[src/verilog/riscv_pkg.sv]
`default_nettype none

package riscv_pkg;

    typedef logic [31:0] word_t;
    typedef logic [4:0] reg_addr_t;
    typedef logic [6:0] opcode_t;
    typedef logic [1:0] alu_class_t;
    typedef logic [1:0] src_a_sel_t;
    typedef logic [1:0] src_b_sel_t;

    localparam opcode_t OP_LW = 7'b0000011;
    localparam opcode_t OP_SW = 7'b0100011;
    localparam opcode_t OP_RTYPE = 7'b0110011;
    localparam opcode_t OP_ITYPE = 7'b0010011;
    localparam opcode_t OP_JAL = 7'b1101111;
    localparam opcode_t OP_BEQ = 7'b1100011;
    localparam opcode_t OP_JALR = 7'b1100111;
    localparam opcode_t OP_AUIPC = 7'b0010111;
    localparam opcode_t OP_LUI = 7'b0110111;

    // ALU_FUNCT hands the choice of operation to funct3 and funct7.
    localparam alu_class_t ALU_ADD = 2'd0;
    localparam alu_class_t ALU_SUB = 2'd1;
    localparam alu_class_t ALU_FUNCT = 2'd2;

    localparam src_a_sel_t SRC_A_PC = 2'd0;
    localparam src_a_sel_t SRC_A_REG = 2'd1;
    localparam src_a_sel_t SRC_A_OLD_PC = 2'd2;
    localparam src_a_sel_t SRC_A_ZERO = 2'd3;

    localparam src_b_sel_t SRC_B_REG = 2'd0;
    localparam src_b_sel_t SRC_B_FOUR = 2'd1;
    localparam src_b_sel_t SRC_B_IMM = 2'd2;

    typedef struct packed {
        logic pc_write;
        logic pc_write_cond;
        logic lord;
        logic mem_access;
        logic mem_write;
        logic memory_to_reg;
        logic ir_write;
        logic pc_source;
        logic is_immediate;
        alu_class_t alu_class;
        src_a_sel_t alu_src_a;
        src_b_sel_t alu_src_b;
        logic reg_write;
    } ctrl_t;

    typedef struct packed {
        word_t addr;
        word_t wdata;
        logic we;
    } mem_bus_t;

    typedef enum logic [3:0] {
        FETCH = 4'd0,
        DECODE = 4'd1,
        MEMADR = 4'd2,
        MEMREAD = 4'd3,
        MEMWB = 4'd4,
        MEMWRITE = 4'd5,
        EXECUTER = 4'd6,
        ALUWB = 4'd7,
        EXECUTEI = 4'd8,
        JAL = 4'd9,
        BEQ = 4'd10,
        JALR = 4'd11,
        AUIPC = 4'd12,
        LUI = 4'd13,
        JALR_PC = 4'd14
    } cpu_state_t;

endpackage

`default_nettype wire
[src/verilog/riscv_core.sv]
`timescale 1ns/1ps
`default_nettype none

module riscv_core (
    input logic clk,
    input logic reset,
    input logic ack,
    input riscv_pkg::word_t rdata,
    output logic req,
    output riscv_pkg::mem_bus_t bus
);

    riscv_pkg::ctrl_t ctrl;
    riscv_pkg::opcode_t opcode;
    riscv_pkg::word_t mem_data;
    logic zero;
    logic mem_done;

    control_unit u_control_unit (
        .clk(clk),
        .reset(reset),
        .opcode(opcode),
        .zero(zero),
        .mem_done(mem_done),
        .ctrl(ctrl)
    );

    datapath u_datapath (
        .clk(clk),
        .reset(reset),
        .ctrl(ctrl),
        .mem_done(mem_done),
        .mem_data(mem_data),
        .opcode(opcode),
        .zero(zero),
        .bus(bus)
    );

    mem_port u_mem_port (
        .clk(clk),
        .reset(reset),
        .access(ctrl.mem_access),
        .ack(ack),
        .rdata(rdata),
        .req(req),
        .done(mem_done),
        .data(mem_data)
    );

endmodule

`default_nettype wire

[src/verilog/datapath.sv]
`timescale 1ns/1ps
`default_nettype none

module datapath (
    input logic clk,
    input logic reset,
    input riscv_pkg::ctrl_t ctrl,
    input logic mem_done,
    input riscv_pkg::word_t mem_data,
    output riscv_pkg::opcode_t opcode,
    output logic zero,
    output riscv_pkg::mem_bus_t bus
);

    riscv_pkg::word_t pc;
    riscv_pkg::word_t old_pc;
    riscv_pkg::word_t ir;
    riscv_pkg::word_t mdr;
    riscv_pkg::word_t a_reg;
    riscv_pkg::word_t b_reg;
    riscv_pkg::word_t alu_out;
    riscv_pkg::word_t rd1;
    riscv_pkg::word_t rd2;
    riscv_pkg::word_t imm;
    riscv_pkg::word_t src_a;
    riscv_pkg::word_t src_b;
    riscv_pkg::word_t alu_result;
    riscv_pkg::word_t pc_next;
    logic stall;

    assign stall = ctrl.mem_access && !mem_done;
    assign opcode = ir[6:0];

    always_comb begin
        case (ir[6:0])
            riscv_pkg::OP_SW: imm = {{20{ir[31]}}, ir[31:25], ir[11:7]};
            riscv_pkg::OP_BEQ: imm = {{20{ir[31]}}, ir[7], ir[30:25], ir[11:8], 1'b0};
            riscv_pkg::OP_JAL: imm = {{12{ir[31]}}, ir[19:12], ir[20], ir[30:21], 1'b0};
            riscv_pkg::OP_AUIPC: imm = {ir[31:12], 12'd0};
            riscv_pkg::OP_LUI: imm = {ir[31:12], 12'd0};
            default: imm = {{20{ir[31]}}, ir[31:20]};
        endcase
    end

    always_comb begin
        case (ctrl.alu_src_a)
            riscv_pkg::SRC_A_PC: src_a = pc;
            riscv_pkg::SRC_A_REG: src_a = a_reg;
            riscv_pkg::SRC_A_OLD_PC: src_a = old_pc;
            default: src_a = '0;
        endcase
        case (ctrl.alu_src_b)
            riscv_pkg::SRC_B_REG: src_b = b_reg;
            riscv_pkg::SRC_B_FOUR: src_b = 32'd4;
            default: src_b = imm;
        endcase
    end

    alu u_alu (
        .alu_class(ctrl.alu_class),
        .is_immediate(ctrl.is_immediate),
        .funct3(ir[14:12]),
        .funct7_5(ir[30]),
        .a(src_a),
        .b(src_b),
        .result(alu_result),
        .zero(zero)
    );

    register_file u_register_file (
        .clk(clk),
        .rs1(ir[19:15]),
        .rs2(ir[24:20]),
        .rd(ir[11:7]),
        .write_en(ctrl.reg_write),
        .write_data(ctrl.memory_to_reg ? mdr : alu_out),
        .rd1(rd1),
        .rd2(rd2)
    );

    // jump targets come from ALU-out; bit 0 is cleared as JALR requires.
    assign pc_next = ctrl.pc_source ? {alu_out[31:1], 1'b0} : alu_result;

    always_ff @(posedge clk) begin
        if (reset) begin
            pc <= '0;
        end else if (ctrl.pc_write) begin
            pc <= pc_next;
        end
    end

    always_ff @(posedge clk) begin
        if (mem_done && ctrl.ir_write) begin
            ir <= mem_data;
            old_pc <= pc;
        end
        if (mem_done && !ctrl.ir_write) begin
            mdr <= mem_data;
        end
        if (!stall) begin
            a_reg <= rd1;
            b_reg <= rd2;
            alu_out <= alu_result;
        end
    end

    assign bus.addr = ctrl.lord ? alu_out : pc;
    assign bus.wdata = b_reg;
    assign bus.we = ctrl.mem_write;

endmodule

`default_nettype wire

[src/verilog/control_unit.sv]
`timescale 1ns/1ps
`default_nettype none

module control_unit (
    input logic clk,
    input logic reset,
    input riscv_pkg::opcode_t opcode,
    input logic zero,
    input logic mem_done,
    output riscv_pkg::ctrl_t ctrl
);

    riscv_pkg::cpu_state_t state;
    riscv_pkg::cpu_state_t next_state;

    always_ff @(posedge clk) begin
        if (reset) begin
            state <= riscv_pkg::FETCH;
        end else begin
            state <= next_state;
        end
    end

    // the three memory states hold until the bus handshake has finished.
    always_comb begin
        next_state = riscv_pkg::FETCH;
        case (state)
            riscv_pkg::FETCH: begin
                next_state = mem_done ? riscv_pkg::DECODE : riscv_pkg::FETCH;
            end
            riscv_pkg::DECODE: begin
                case (opcode)
                    riscv_pkg::OP_LW: next_state = riscv_pkg::MEMADR;
                    riscv_pkg::OP_SW: next_state = riscv_pkg::MEMADR;
                    riscv_pkg::OP_RTYPE: next_state = riscv_pkg::EXECUTER;
                    riscv_pkg::OP_ITYPE: next_state = riscv_pkg::EXECUTEI;
                    riscv_pkg::OP_JAL: next_state = riscv_pkg::JAL;
                    riscv_pkg::OP_BEQ: next_state = riscv_pkg::BEQ;
                    riscv_pkg::OP_JALR: next_state = riscv_pkg::JALR_PC;
                    riscv_pkg::OP_AUIPC: next_state = riscv_pkg::AUIPC;
                    riscv_pkg::OP_LUI: next_state = riscv_pkg::LUI;
                    default: next_state = riscv_pkg::FETCH;
                endcase
            end
            riscv_pkg::MEMADR: begin
                if (opcode == riscv_pkg::OP_LW) begin
                    next_state = riscv_pkg::MEMREAD;
                end else begin
                    next_state = riscv_pkg::MEMWRITE;
                end
            end
            riscv_pkg::MEMREAD: begin
                next_state = mem_done ? riscv_pkg::MEMWB : riscv_pkg::MEMREAD;
            end
            riscv_pkg::MEMWRITE: begin
                next_state = mem_done ? riscv_pkg::FETCH : riscv_pkg::MEMWRITE;
            end
            riscv_pkg::EXECUTER: next_state = riscv_pkg::ALUWB;
            riscv_pkg::EXECUTEI: next_state = riscv_pkg::ALUWB;
            riscv_pkg::JAL: next_state = riscv_pkg::ALUWB;
            riscv_pkg::JALR_PC: next_state = riscv_pkg::JALR;
            riscv_pkg::JALR: next_state = riscv_pkg::ALUWB;
            riscv_pkg::AUIPC: next_state = riscv_pkg::ALUWB;
            riscv_pkg::LUI: next_state = riscv_pkg::ALUWB;
            default: next_state = riscv_pkg::FETCH;
        endcase
    end

    always_comb begin
        ctrl = '0;
        ctrl.alu_class = riscv_pkg::ALU_ADD;
        ctrl.alu_src_a = riscv_pkg::SRC_A_PC;
        ctrl.alu_src_b = riscv_pkg::SRC_B_REG;
        case (state)
            riscv_pkg::FETCH: begin
                ctrl.mem_access = 1'b1;
                ctrl.ir_write = 1'b1;
                ctrl.alu_src_b = riscv_pkg::SRC_B_FOUR;
                // the PC moves on only when the instruction word has arrived.
                ctrl.pc_write = mem_done;
            end
            riscv_pkg::DECODE: begin
                ctrl.alu_src_a = riscv_pkg::SRC_A_OLD_PC;
                ctrl.alu_src_b = riscv_pkg::SRC_B_IMM;
            end
            riscv_pkg::MEMADR: begin
                ctrl.alu_src_a = riscv_pkg::SRC_A_REG;
                ctrl.alu_src_b = riscv_pkg::SRC_B_IMM;
            end
            riscv_pkg::MEMREAD: begin
                ctrl.mem_access = 1'b1;
                ctrl.lord = 1'b1;
            end
            riscv_pkg::MEMWB: begin
                ctrl.reg_write = 1'b1;
                ctrl.memory_to_reg = 1'b1;
            end
            riscv_pkg::MEMWRITE: begin
                ctrl.mem_access = 1'b1;
                ctrl.mem_write = 1'b1;
                ctrl.lord = 1'b1;
            end
            riscv_pkg::EXECUTER: begin
                ctrl.alu_src_a = riscv_pkg::SRC_A_REG;
                ctrl.alu_class = riscv_pkg::ALU_FUNCT;
            end
            riscv_pkg::EXECUTEI: begin
                ctrl.alu_src_a = riscv_pkg::SRC_A_REG;
                ctrl.alu_src_b = riscv_pkg::SRC_B_IMM;
                ctrl.alu_class = riscv_pkg::ALU_FUNCT;
                ctrl.is_immediate = 1'b1;
            end
            riscv_pkg::ALUWB: begin
                ctrl.reg_write = 1'b1;
            end
            riscv_pkg::JAL, riscv_pkg::JALR: begin
                // target was computed one state earlier; the ALU now forms the link.
                ctrl.alu_src_a = riscv_pkg::SRC_A_OLD_PC;
                ctrl.alu_src_b = riscv_pkg::SRC_B_FOUR;
                ctrl.pc_write = 1'b1;
                ctrl.pc_source = 1'b1;
            end
            riscv_pkg::BEQ: begin
                ctrl.alu_src_a = riscv_pkg::SRC_A_REG;
                ctrl.alu_class = riscv_pkg::ALU_SUB;
                ctrl.pc_write_cond = 1'b1;
                ctrl.pc_source = 1'b1;
            end
            riscv_pkg::JALR_PC: begin
                ctrl.alu_src_a = riscv_pkg::SRC_A_REG;
                ctrl.alu_src_b = riscv_pkg::SRC_B_IMM;
            end
            riscv_pkg::AUIPC: begin
                ctrl.alu_src_a = riscv_pkg::SRC_A_OLD_PC;
                ctrl.alu_src_b = riscv_pkg::SRC_B_IMM;
            end
            riscv_pkg::LUI: begin
                ctrl.alu_src_a = riscv_pkg::SRC_A_ZERO;
                ctrl.alu_src_b = riscv_pkg::SRC_B_IMM;
            end
            default: begin
                ctrl.alu_class = riscv_pkg::ALU_ADD;
            end
        endcase
        // a taken branch is folded into the PC write enable here.
        if (ctrl.pc_write_cond && zero) begin
            ctrl.pc_write = 1'b1;
        end
    end

endmodule

`default_nettype wire

[src/verilog/mem_port.sv]
`timescale 1ns/1ps
`default_nettype none

module mem_port (
    input logic clk,
    input logic reset,
    input logic access,
    input logic ack,
    input riscv_pkg::word_t rdata,
    output logic req,
    output logic done,
    output riscv_pkg::word_t data
);

    typedef enum logic [1:0] {
        PH_IDLE,
        PH_REQ,
        PH_REL,
        PH_DONE
    } phase_t;

    phase_t phase;

    // done is one idle cycle, so a held access does not start a second transfer.
    always_ff @(posedge clk) begin
        if (reset) begin
            phase <= PH_IDLE;
        end else begin
            case (phase)
                PH_IDLE: phase <= access ? PH_REQ : PH_IDLE;
                PH_REQ: phase <= ack ? PH_REL : PH_REQ;
                PH_REL: phase <= ack ? PH_REL : PH_DONE;
                default: phase <= PH_IDLE;
            endcase
        end
    end

    always_ff @(posedge clk) begin
        if (phase == PH_REQ && ack) begin
            data <= rdata;
        end
    end

    assign req = (phase == PH_REQ);
    assign done = (phase == PH_DONE);

endmodule

`default_nettype wire

[src/verilog/register_file.sv]
`timescale 1ns/1ps
`default_nettype none

module register_file (
    input logic clk,
    input riscv_pkg::reg_addr_t rs1,
    input riscv_pkg::reg_addr_t rs2,
    input riscv_pkg::reg_addr_t rd,
    input logic write_en,
    input riscv_pkg::word_t write_data,
    output riscv_pkg::word_t rd1,
    output riscv_pkg::word_t rd2
);

    riscv_pkg::word_t regs [0:31];

    always_ff @(posedge clk) begin
        if (write_en && rd != 5'd0) begin
            regs[rd] <= write_data;
        end
    end

    // x0 never holds a written value, so it is read as zero.
    assign rd1 = (rs1 == 5'd0) ? '0 : regs[rs1];
    assign rd2 = (rs2 == 5'd0) ? '0 : regs[rs2];

endmodule

`default_nettype wire

[src/verilog/alu.sv]
`timescale 1ns/1ps
`default_nettype none

module alu (
    input riscv_pkg::alu_class_t alu_class,
    input logic is_immediate,
    input logic [2:0] funct3,
    input logic funct7_5,
    input riscv_pkg::word_t a,
    input riscv_pkg::word_t b,
    output riscv_pkg::word_t result,
    output logic zero
);

    riscv_pkg::word_t sum;
    riscv_pkg::word_t diff;
    riscv_pkg::word_t funct_result;

    assign sum = a + b;
    assign diff = a - b;

    // immediate forms have no SUB, and their bit 30 belongs to the immediate.
    always_comb begin
        case (funct3)
            3'b000: funct_result = (funct7_5 && !is_immediate) ? diff : sum;
            3'b001: funct_result = a << b[4:0];
            3'b010: funct_result = {31'd0, $signed(a) < $signed(b)};
            3'b100: funct_result = a ^ b;
            3'b101: funct_result = a >> b[4:0];
            3'b110: funct_result = a | b;
            3'b111: funct_result = a & b;
            default: funct_result = sum;
        endcase
    end

    always_comb begin
        case (alu_class)
            riscv_pkg::ALU_ADD: result = sum;
            riscv_pkg::ALU_SUB: result = diff;
            riscv_pkg::ALU_FUNCT: result = funct_result;
            default: result = sum;
        endcase
    end

    assign zero = (result == '0);

endmodule

`default_nettype wire

[config.mk]
export PLATFORM = sky130hd
export DESIGN_NAME = riscv_core
export DESIGN_NICKNAME = d
export VERILOG_FILES = /design/src/verilog/riscv_pkg.sv /design/src/verilog/riscv_core.sv /design/src/verilog/datapath.sv /design/src/verilog/control_unit.sv /design/src/verilog/mem_port.sv /design/src/verilog/register_file.sv /design/src/verilog/alu.sv
export SDC_FILE = /design/constraint.sdc
export NUM_CORES = 2
export LEC_CHECK = 0
export ABC_AREA = 0
export ABC_CLOCK_PERIOD_IN_PS = 13700
export BUFFER_PORTS_ARGS = -buffer_cell sky130_fd_sc_hd__clkbuf_2
export CAP_MARGIN = 20
export CORE_MARGIN = 1.5
export CORE_UTILIZATION = 30
export DETAILED_ROUTE_END_ITERATION = 7
export GPL_TIMING_DRIVEN = 0
export PLACE_DENSITY = 0.48
export REMOVE_ABC_BUFFERS = 1
export SETUP_SLACK_MARGIN = 0.2
export SLEW_MARGIN = 10
export SYNTH_ARGS = -nofsm -noshare
export SYNTH_HDL_FRONTEND = slang
export SYNTH_SLANG_ARGS = --single-unit
[constraint.sdc]
create_clock -name clk -period 13.7 [get_ports clk]
set_input_delay 0.685 -clock clk [delete_from_list [all_inputs] [get_ports clk]]
set_output_delay 0.685 -clock clk [all_outputs]
set_load 0.05 [all_outputs]
## Word level (Yosys, flattened, before mapping)

Memories as Yosys holds them, arrays and structs flattened. A register that Yosys moved wholly into a read port is not among the register bits.
Index checks and enable logic that the tools add are counted.
Widths: inputs -> output; s select.

| operators by class | value |
|---|---|
| add/subtract/negate cells | 2 |
| magnitude comparators | 1 |
| equality and inequality tests | 37 |
| shift-type cells | 2 |
| multiplexer cells | 35 |
| bitwise logic cells | 3 |
| reduce and logical (&&, ||, !) cells | 34 |

Operators with widths:

| kind | count |
|---|---|
| $pmux 32 s7 | 1 |
| $mux 32 | 4 |
| $pmux 32 s2 | 2 |
| $pmux 31 s4 | 1 |
| $pmux 32 s3 | 1 |
| $add 32x32->32 | 1 |
| $and 32x32->32 | 1 |
| $logic_not 32->1 | 1 |
| $lt 32x32->1 | 1 |
| $or 32x32->32 | 1 |
| $pmux 4 s8 | 1 |
| $shl 32x5->32 | 1 |
| $shr 32x5->32 | 1 |
| $sub 32x32->32 | 1 |
| $xor 32x32->32 | 1 |
| $eq 4x4->1 const B | 7 |
| $pmux 4 s7 | 1 |
| $eq 7x6->1 const B | 3 |
| $eq 7x7->1 const B | 3 |
| $eq 4x3->1 const B | 4 |
| $mux 1 | 15 |
| $eq 7x5->1 const B | 2 |
| $eq 3x3->1 const B | 4 |
| $pmux 2 s3 | 2 |
| 23 further kinds | 54 |

| word-level totals | value |
|---|---|
| register bits | 198 |
| RAM bits | 1024 |
| input port bits | 35 |
| output and inout bits | 66 |
| memories | 1 |

Memory list:

| name | words | bits a word | rd ports | clocked after memory_dff | write ports | RTL line | RTL |
|---|---|---|---|---|---|---|---|
| u_datapath.u_register_file.regs | 32 | 32 | 2 | 2 | 1 | register_file.sv:15 | `riscv_pkg::word_t regs [0:31];` |

## Longest topological paths before layout

| logic depth | value |
|---|---|
| word-level depth | 12 |
| gate-level depth with buffers | 29 |
| depth with buffers taken out | 24 |

## By module

From an unflattened synthesis, not the netlist that was laid out.

| second synthesis, totals | value |
|---|---|
| cell total of the unflattened synthesis | 4882 |
| area total of the unflattened synthesis | 69604.3 µm² |

By module, submodules not included:

| module | instances | cells an instance | area each (µm²) | sequential area each (µm²) |
|---|---|---|---|---|
| register_file | 1 | 2564 | 47904.7 | 30749.5 |
| alu | 1 | 1583 | 10855.4 | 0.0 |
| datapath | 1 | 599 | 9181.3 | 6406.1 |
| mem_port | 1 | 42 | 1067.3 | 1001.0 |
| control_unit | 1 | 94 | 595.6 | 80.1 |

## Worst setup path after synthesis

OpenSTA, ideal clock, no wires.

| timing | value |
|---|---|
| kind | reg2reg |
| start point | reg u_control_unit.state[1] |
| end point | reg u_datapath.pc[10] |
| setup time | 0.121 ns |
| arrival time | 7.572 ns |
| required time | 13.579 ns |
| setup slack | 6.007 ns |
| stages on the path, launching flop included | 7 |
| cell sequence | dfxtp_1 or2_2 nor4_1 a21o_1 a21oi_2 buf_6 mux2_4 |

| between the ends | value |
|---|---|
| cells in the longest elaborated chain, start to end | 12 |

RTL lines:

| element | RTL line | RTL |
|---|---|---|
| from (decl) | control_unit.sv:13 | `riscv_pkg::cpu_state_t state;` |
| from (signal assigned) | control_unit.sv:18 | `state <= riscv_pkg::FETCH;` |
| from (signal assigned) | control_unit.sv:20 | `state <= next_state;` |
| $eq 4x2->1 (tied with other cells) | control_unit.sv:74 | `case (state)` |
| $reduce_or 5->1 (no line) (tied with other cells) | - |  |
| $pmux 2 s3 / $pmux 2 s2 (equally long branches) | control_unit.sv:74 |  |
| $eq 2x2->1 (tied with other cells) | datapath.sv:46 | `case (ctrl.alu_src_a)` |
| $pmux 32 s3 / $pmux 32 s2 (equally long branches) | datapath.sv:46, datapath.sv:52 |  |
| $add 32x32->32 / $sub 32x32->32 (equally long branches) | alu.sv:19, alu.sv:20 |  |
| $mux 32 | alu.sv:25 | `3'b000: funct_result = (funct7_5 && !is_immediate) ? diff : sum;` |
| $pmux 32 s7 | alu.sv:24 | `case (funct3)` |
| $pmux 32 s2 | alu.sv:37 | `case (alu_class)` |
| $logic_not 32->1 | alu.sv:45 | `assign zero = (result == '0);` |
| $logic_and 1x1->1 | control_unit.sv:146 | `if (ctrl.pc_write_cond && zero) begin` |
| $mux 1 | control_unit.sv:146 |  |
| to (signal assigned) | datapath.sv:88 | `pc <= pc_next;` |
| to (decl) | datapath.sv:15 | `riscv_pkg::word_t pc;` |

Parallel ways exist; a longest one is shown, timed or not.
A chain may end at the register's enable or synchronous reset.

## Worst setup path in the final report

| timing | value |
|---|---|
| start point | reg u_control_unit.state[3] |
| end point | reg u_datapath.pc[0] |

| between the ends | value |
|---|---|
| cells in the longest elaborated chain, start to end | 12 |

RTL lines:

| element | RTL line | RTL |
|---|---|---|
| $eq 4x2->1 (tied with other cells) | control_unit.sv:74 |  |
| $reduce_or 5->1 (no line) (tied with other cells) | - |  |
| $pmux 2 s3 / $pmux 2 s2 (equally long branches) | control_unit.sv:74 |  |
| $eq 2x2->1 (tied with other cells) | datapath.sv:46 |  |
| $pmux 32 s3 / $pmux 32 s2 (equally long branches) | datapath.sv:46, datapath.sv:52 |  |
| $add 32x32->32 / $sub 32x32->32 (equally long branches) | alu.sv:19, alu.sv:20 |  |
| $mux 32 | alu.sv:25 |  |
| $pmux 32 s7 | alu.sv:24 |  |
| $pmux 32 s2 * | alu.sv:37 |  |
| named net u_datapath.alu_result[31] | datapath.sv:27 | `riscv_pkg::word_t alu_result;` |
| $logic_not 32->1 * | alu.sv:45 |  |
| $logic_and 1x1->1 * | control_unit.sv:146 |  |
| $mux 1 * | control_unit.sv:146 |  |

Mark *: on every way through the listed nets, which the timed path passes. The rest lies on a longest branch.

==> out/results.txt <==
status = finished, final reports clean
sequential share of power = 49.7%
setup tns final = 0 ps
Initial Util = 30.2%
Num Clock Sinks = 1286
Setup Skew = 34.5 ps
vias per cell = 5.84
cell count after synthesis = 4288
Worst path top cell family by delay = compound AO/OA/AOI/OAI gates
Startpoint Class = register
CTS Buffer Depth = 3
Chip Width = 478 um
P_leak = 26.4 nW
Post-Syn Area per Cell = 15.8 um2
cts hold-fix bufs = 0
Register-to-Register Path Depth = 22
Crit. End Element = register
Yosys cell types = 97
gr ovfl total = 0
Worst Hold Depth = 1
CP Buf/Inv Count = 2
DP HPWL = 198000 um
peak supply drop = 0.130 mV
Core Region = 224000 um2
GPL Wtd Cong = 0.936
final worst slack = 3460 ps
max_slew headroom = 8.09%
critical path arrival = 10930 ps
initial DRC count = 5992
routed via count = 44700
slowest stage delay, CP = 920 ps
worst min path class = input port to register
Worst Hold Slack = 64.8 ps
Global Route Usage Sum = 22.8%
RSZ-0062 raised after global routing = false
die area = 228000 um2
DR WL/cell = 34.7 um
setup violators final = 0
dpl ws = 3970 ps
sequential-to-total area share from yosys stat = 56.5%
slowest library cell on the worst path = a2111oi_0
Area growth syn-to-layout = 20.2%
hold worst-path end = u_mem_port.data[3]
Fmax = 97.6 MHz
DRC Markers = 0
top cell type's share of synthesized area = 55.4%
ratio of cells with drive above 1 in the final layout = 31.1%
max cap viols = 0
Worst-path clk slew = 70 ps
first-pass GRT wire length = 365000 um
critical path class = register to register
Worst Setup SP = u_control_unit.state[3]
CP required = 14380 ps
Placed Instance Area = 77100 um2
CTS tree = yes
final instance area = 81300 um2
Placed Cells = 7406
Hold Fails Final Rpt = 0
#FFs+latches synth = 1286
FF-to-FF End = u_datapath.pc[0]
Tmin final = 10240 ps
Cell Area, Synth = 67700 um2
Post-synth EDFFs = 1248
pin count of the biggest net entering global routing = 38
Cell Pwr Density = 110 nW/um2
post_cts resized = 0
cell chain of the critical path = nor2b_1, o21ai_1, nand2_1, o31a_1, inv_1, ha_1, nor2b_1, a211oi_1, a31o_2, o211ai_1, a2111oi_0, o21bai_1, a221o_1, a21o_1, a21oi_1, xnor2_1, o21ai_0, o21ai_0, nor4_1, a21oi_4, buf_12, mux2_2
# rows = 174
clock latency on the worst-skew pair = 800 ps
Final Max Tran Viols = 0
ranking of synthesized cells by area = edfxtp_1 (55%), mux4_2 (22%), mux2i_1 (2.1%)
ys flop type = edfxtp_1
clock root cell = clkbuf_16
cts bufs inserted = 133
Ports = 101
Die Span Y = 478 um
hold_sp = rdata[3]
vias in the first global route = 44200
final wirelength = 265000 um
buffer count from post-CTS setup fixing = 0
count of input and output buffers = 100
Finished Core Util = 36.2%
leading area contributor after synthesis = edfxtp_1
crit-path max FO = 24
post-route ant nets = 0
switching power = 2.20 mW
Switching Fraction = 24.7%
# fillers = 20900
R2R setup slack = 3460 ps
PnR Total Power = 8.93 mW
Final period util = 74.8%
share of flip-flops with an asynchronous set or reset = 0%
Clock power frac = 40.2%
TritonRoute pass-1 iters = 6
internal cell power = 6.73 mW
fin nets = 4688
worst r2r src = u_control_unit.state[3]
Layout Cells excl Fill = 7655
YS warnings = 0
initial antenna violation count = 14
Largest register FFs = 1024
# H-tree levels = 4
Logic pwr share = 10.1%
worst slew pin tran = 1380 ps
register with the most flip-flops = u_datapath.u_register_file.regs
==> layer usage <==
metal,share of wire [%],GRT usage (%),vias to the layer above
met2,48,37.1,2099
li1,-,-,18100
met3,7.0,3.57,406
met4,3.8,8.22,4
met1,41,30.9,24100
met5,0.0098,0,-
==> worst max-delay path by stage <==
stage | end | slack, ps | cells after the start
floorplan | u_datapath.pc[0] | -3180 | 19
global placement | u_datapath.pc[0] | -14020 | 19
detailed placement | u_datapath.pc[0] | 3970 | 22
CTS | u_datapath.pc[0] | 3920 | 22
global route | u_datapath.pc[0] | 3450 | 22
finish | u_datapath.pc[0] | 3460 | 22
==> kinds of logic (layout without fill, tap and decap cells) <==
family | Yosys count | in the layout | synth area share [%]
DFF | 1286 | 1286 | 56.5
muxes | 895 | 895 | 25.6
and+or+nand+nor | 783 | 783 | 5.31
AOI/OAI and AO/OA | 744 | 744 | 7.45
buffers and inverters | 423 | 762 | 2.54
adders and majority gates | 101 | 101 | 1.89
xor gates and xnor gates | 55 | 55 | 0.712
other | 1 | 37 | 0.00554
==> cell type report <==
type / instances / area (um2) / share of cell area, %
clock buffers: 176 / 3630 / 4.47
inverters: 108 / 408 / 0.501
diodes: 5 / 12.5 / 0.0154
clock inverters: 65 / 587 / 0.721
flip-flops and latches: 1286 / 38200 / 47.0
multi-input cells: 2610 / 28200 / 34.7
repair buffers: 413 / 6470 / 7.96
well taps: 2992 / 3740 / 4.60
==> worst register-to-register path: stages, from the launching register on <==
cell	delay, ps
dfxtp_1	760
nor2b_1	850
o21ai_1	270
nand2_1	850
o31a_1	600
inv_1	630
ha_1	450
nor2b_1	150
a211oi_1	430
a31o_2	320
o211ai_1	270
a2111oi_0	920
o21bai_1	340
a221o_1	440
a21o_1	210
a21oi_1	190
xnor2_1	160
o21ai_0	100
o21ai_0	620
nor4_1	180
a21oi_4	730
buf_12	280
mux2_2	390
==> cells in the final DEF (no fill, tap or decap), types with 33 or more instances in the layout <==
cell,instances
edfxtp_1,1248
mux4_2,647
nand2_1,244
nor2_1,229
a21oi_1,167
o21ai_0,148
mux2i_1,141
clkbuf_16,137
buf_16,116
clkbuf_2,99
inv_1,98
ha_1,97
buf_8,87
mux2_2,72
xnor2_1,52
o211ai_1,48
buf_12,46
nand3_1,45
o22ai_1,44
buf_4,42
a221o_1,41
nor2b_1,39
dfxtp_1,38
nor3_1,35
clkbuf_1,33
==> Yosys cell counts (23+ instances only) <==
| cell type | instances |
|---|---|
| o22ai_1 | 44 |
| a221o_1 | 41 |
| nor2b_1 | 39 |
| a211oi_1 | 27 |
| and2_1 | 23 |
| o21ai_0 | 149 |
| nand3_1 | 45 |
| inv_1 | 101 |
| mux4_2 | 647 |
| buf_2 | 24 |
| xnor2_1 | 52 |
| nand2_1 | 245 |
| a21oi_1 | 168 |
| buf_1 | 74 |
| nor2_1 | 265 |
| nor3_1 | 42 |
| edfxtp_1 | 1248 |
| mux2_4 | 30 |
| a21o_1 | 31 |
| dfxtp_1 | 38 |
| o211ai_1 | 48 |
| clkbuf_1 | 202 |
| ha_1 | 99 |
| mux2_2 | 72 |
| and2_0 | 23 |
| mux2i_1 | 141 |
==> power groups by stage <==
stage	clock [mW]	combinational, mW	sequential, mW
2_1_floorplan	0	0.530	4.54
3_3_place_gp	0	0.859	4.60
3_5_place_dp	0	0.883	4.52
4_1_cts	3.66	0.887	4.44
5_1_grt	3.80	0.944	4.44
6_report	3.59	0.901	4.44
Power figures use the tool's default switching activity.
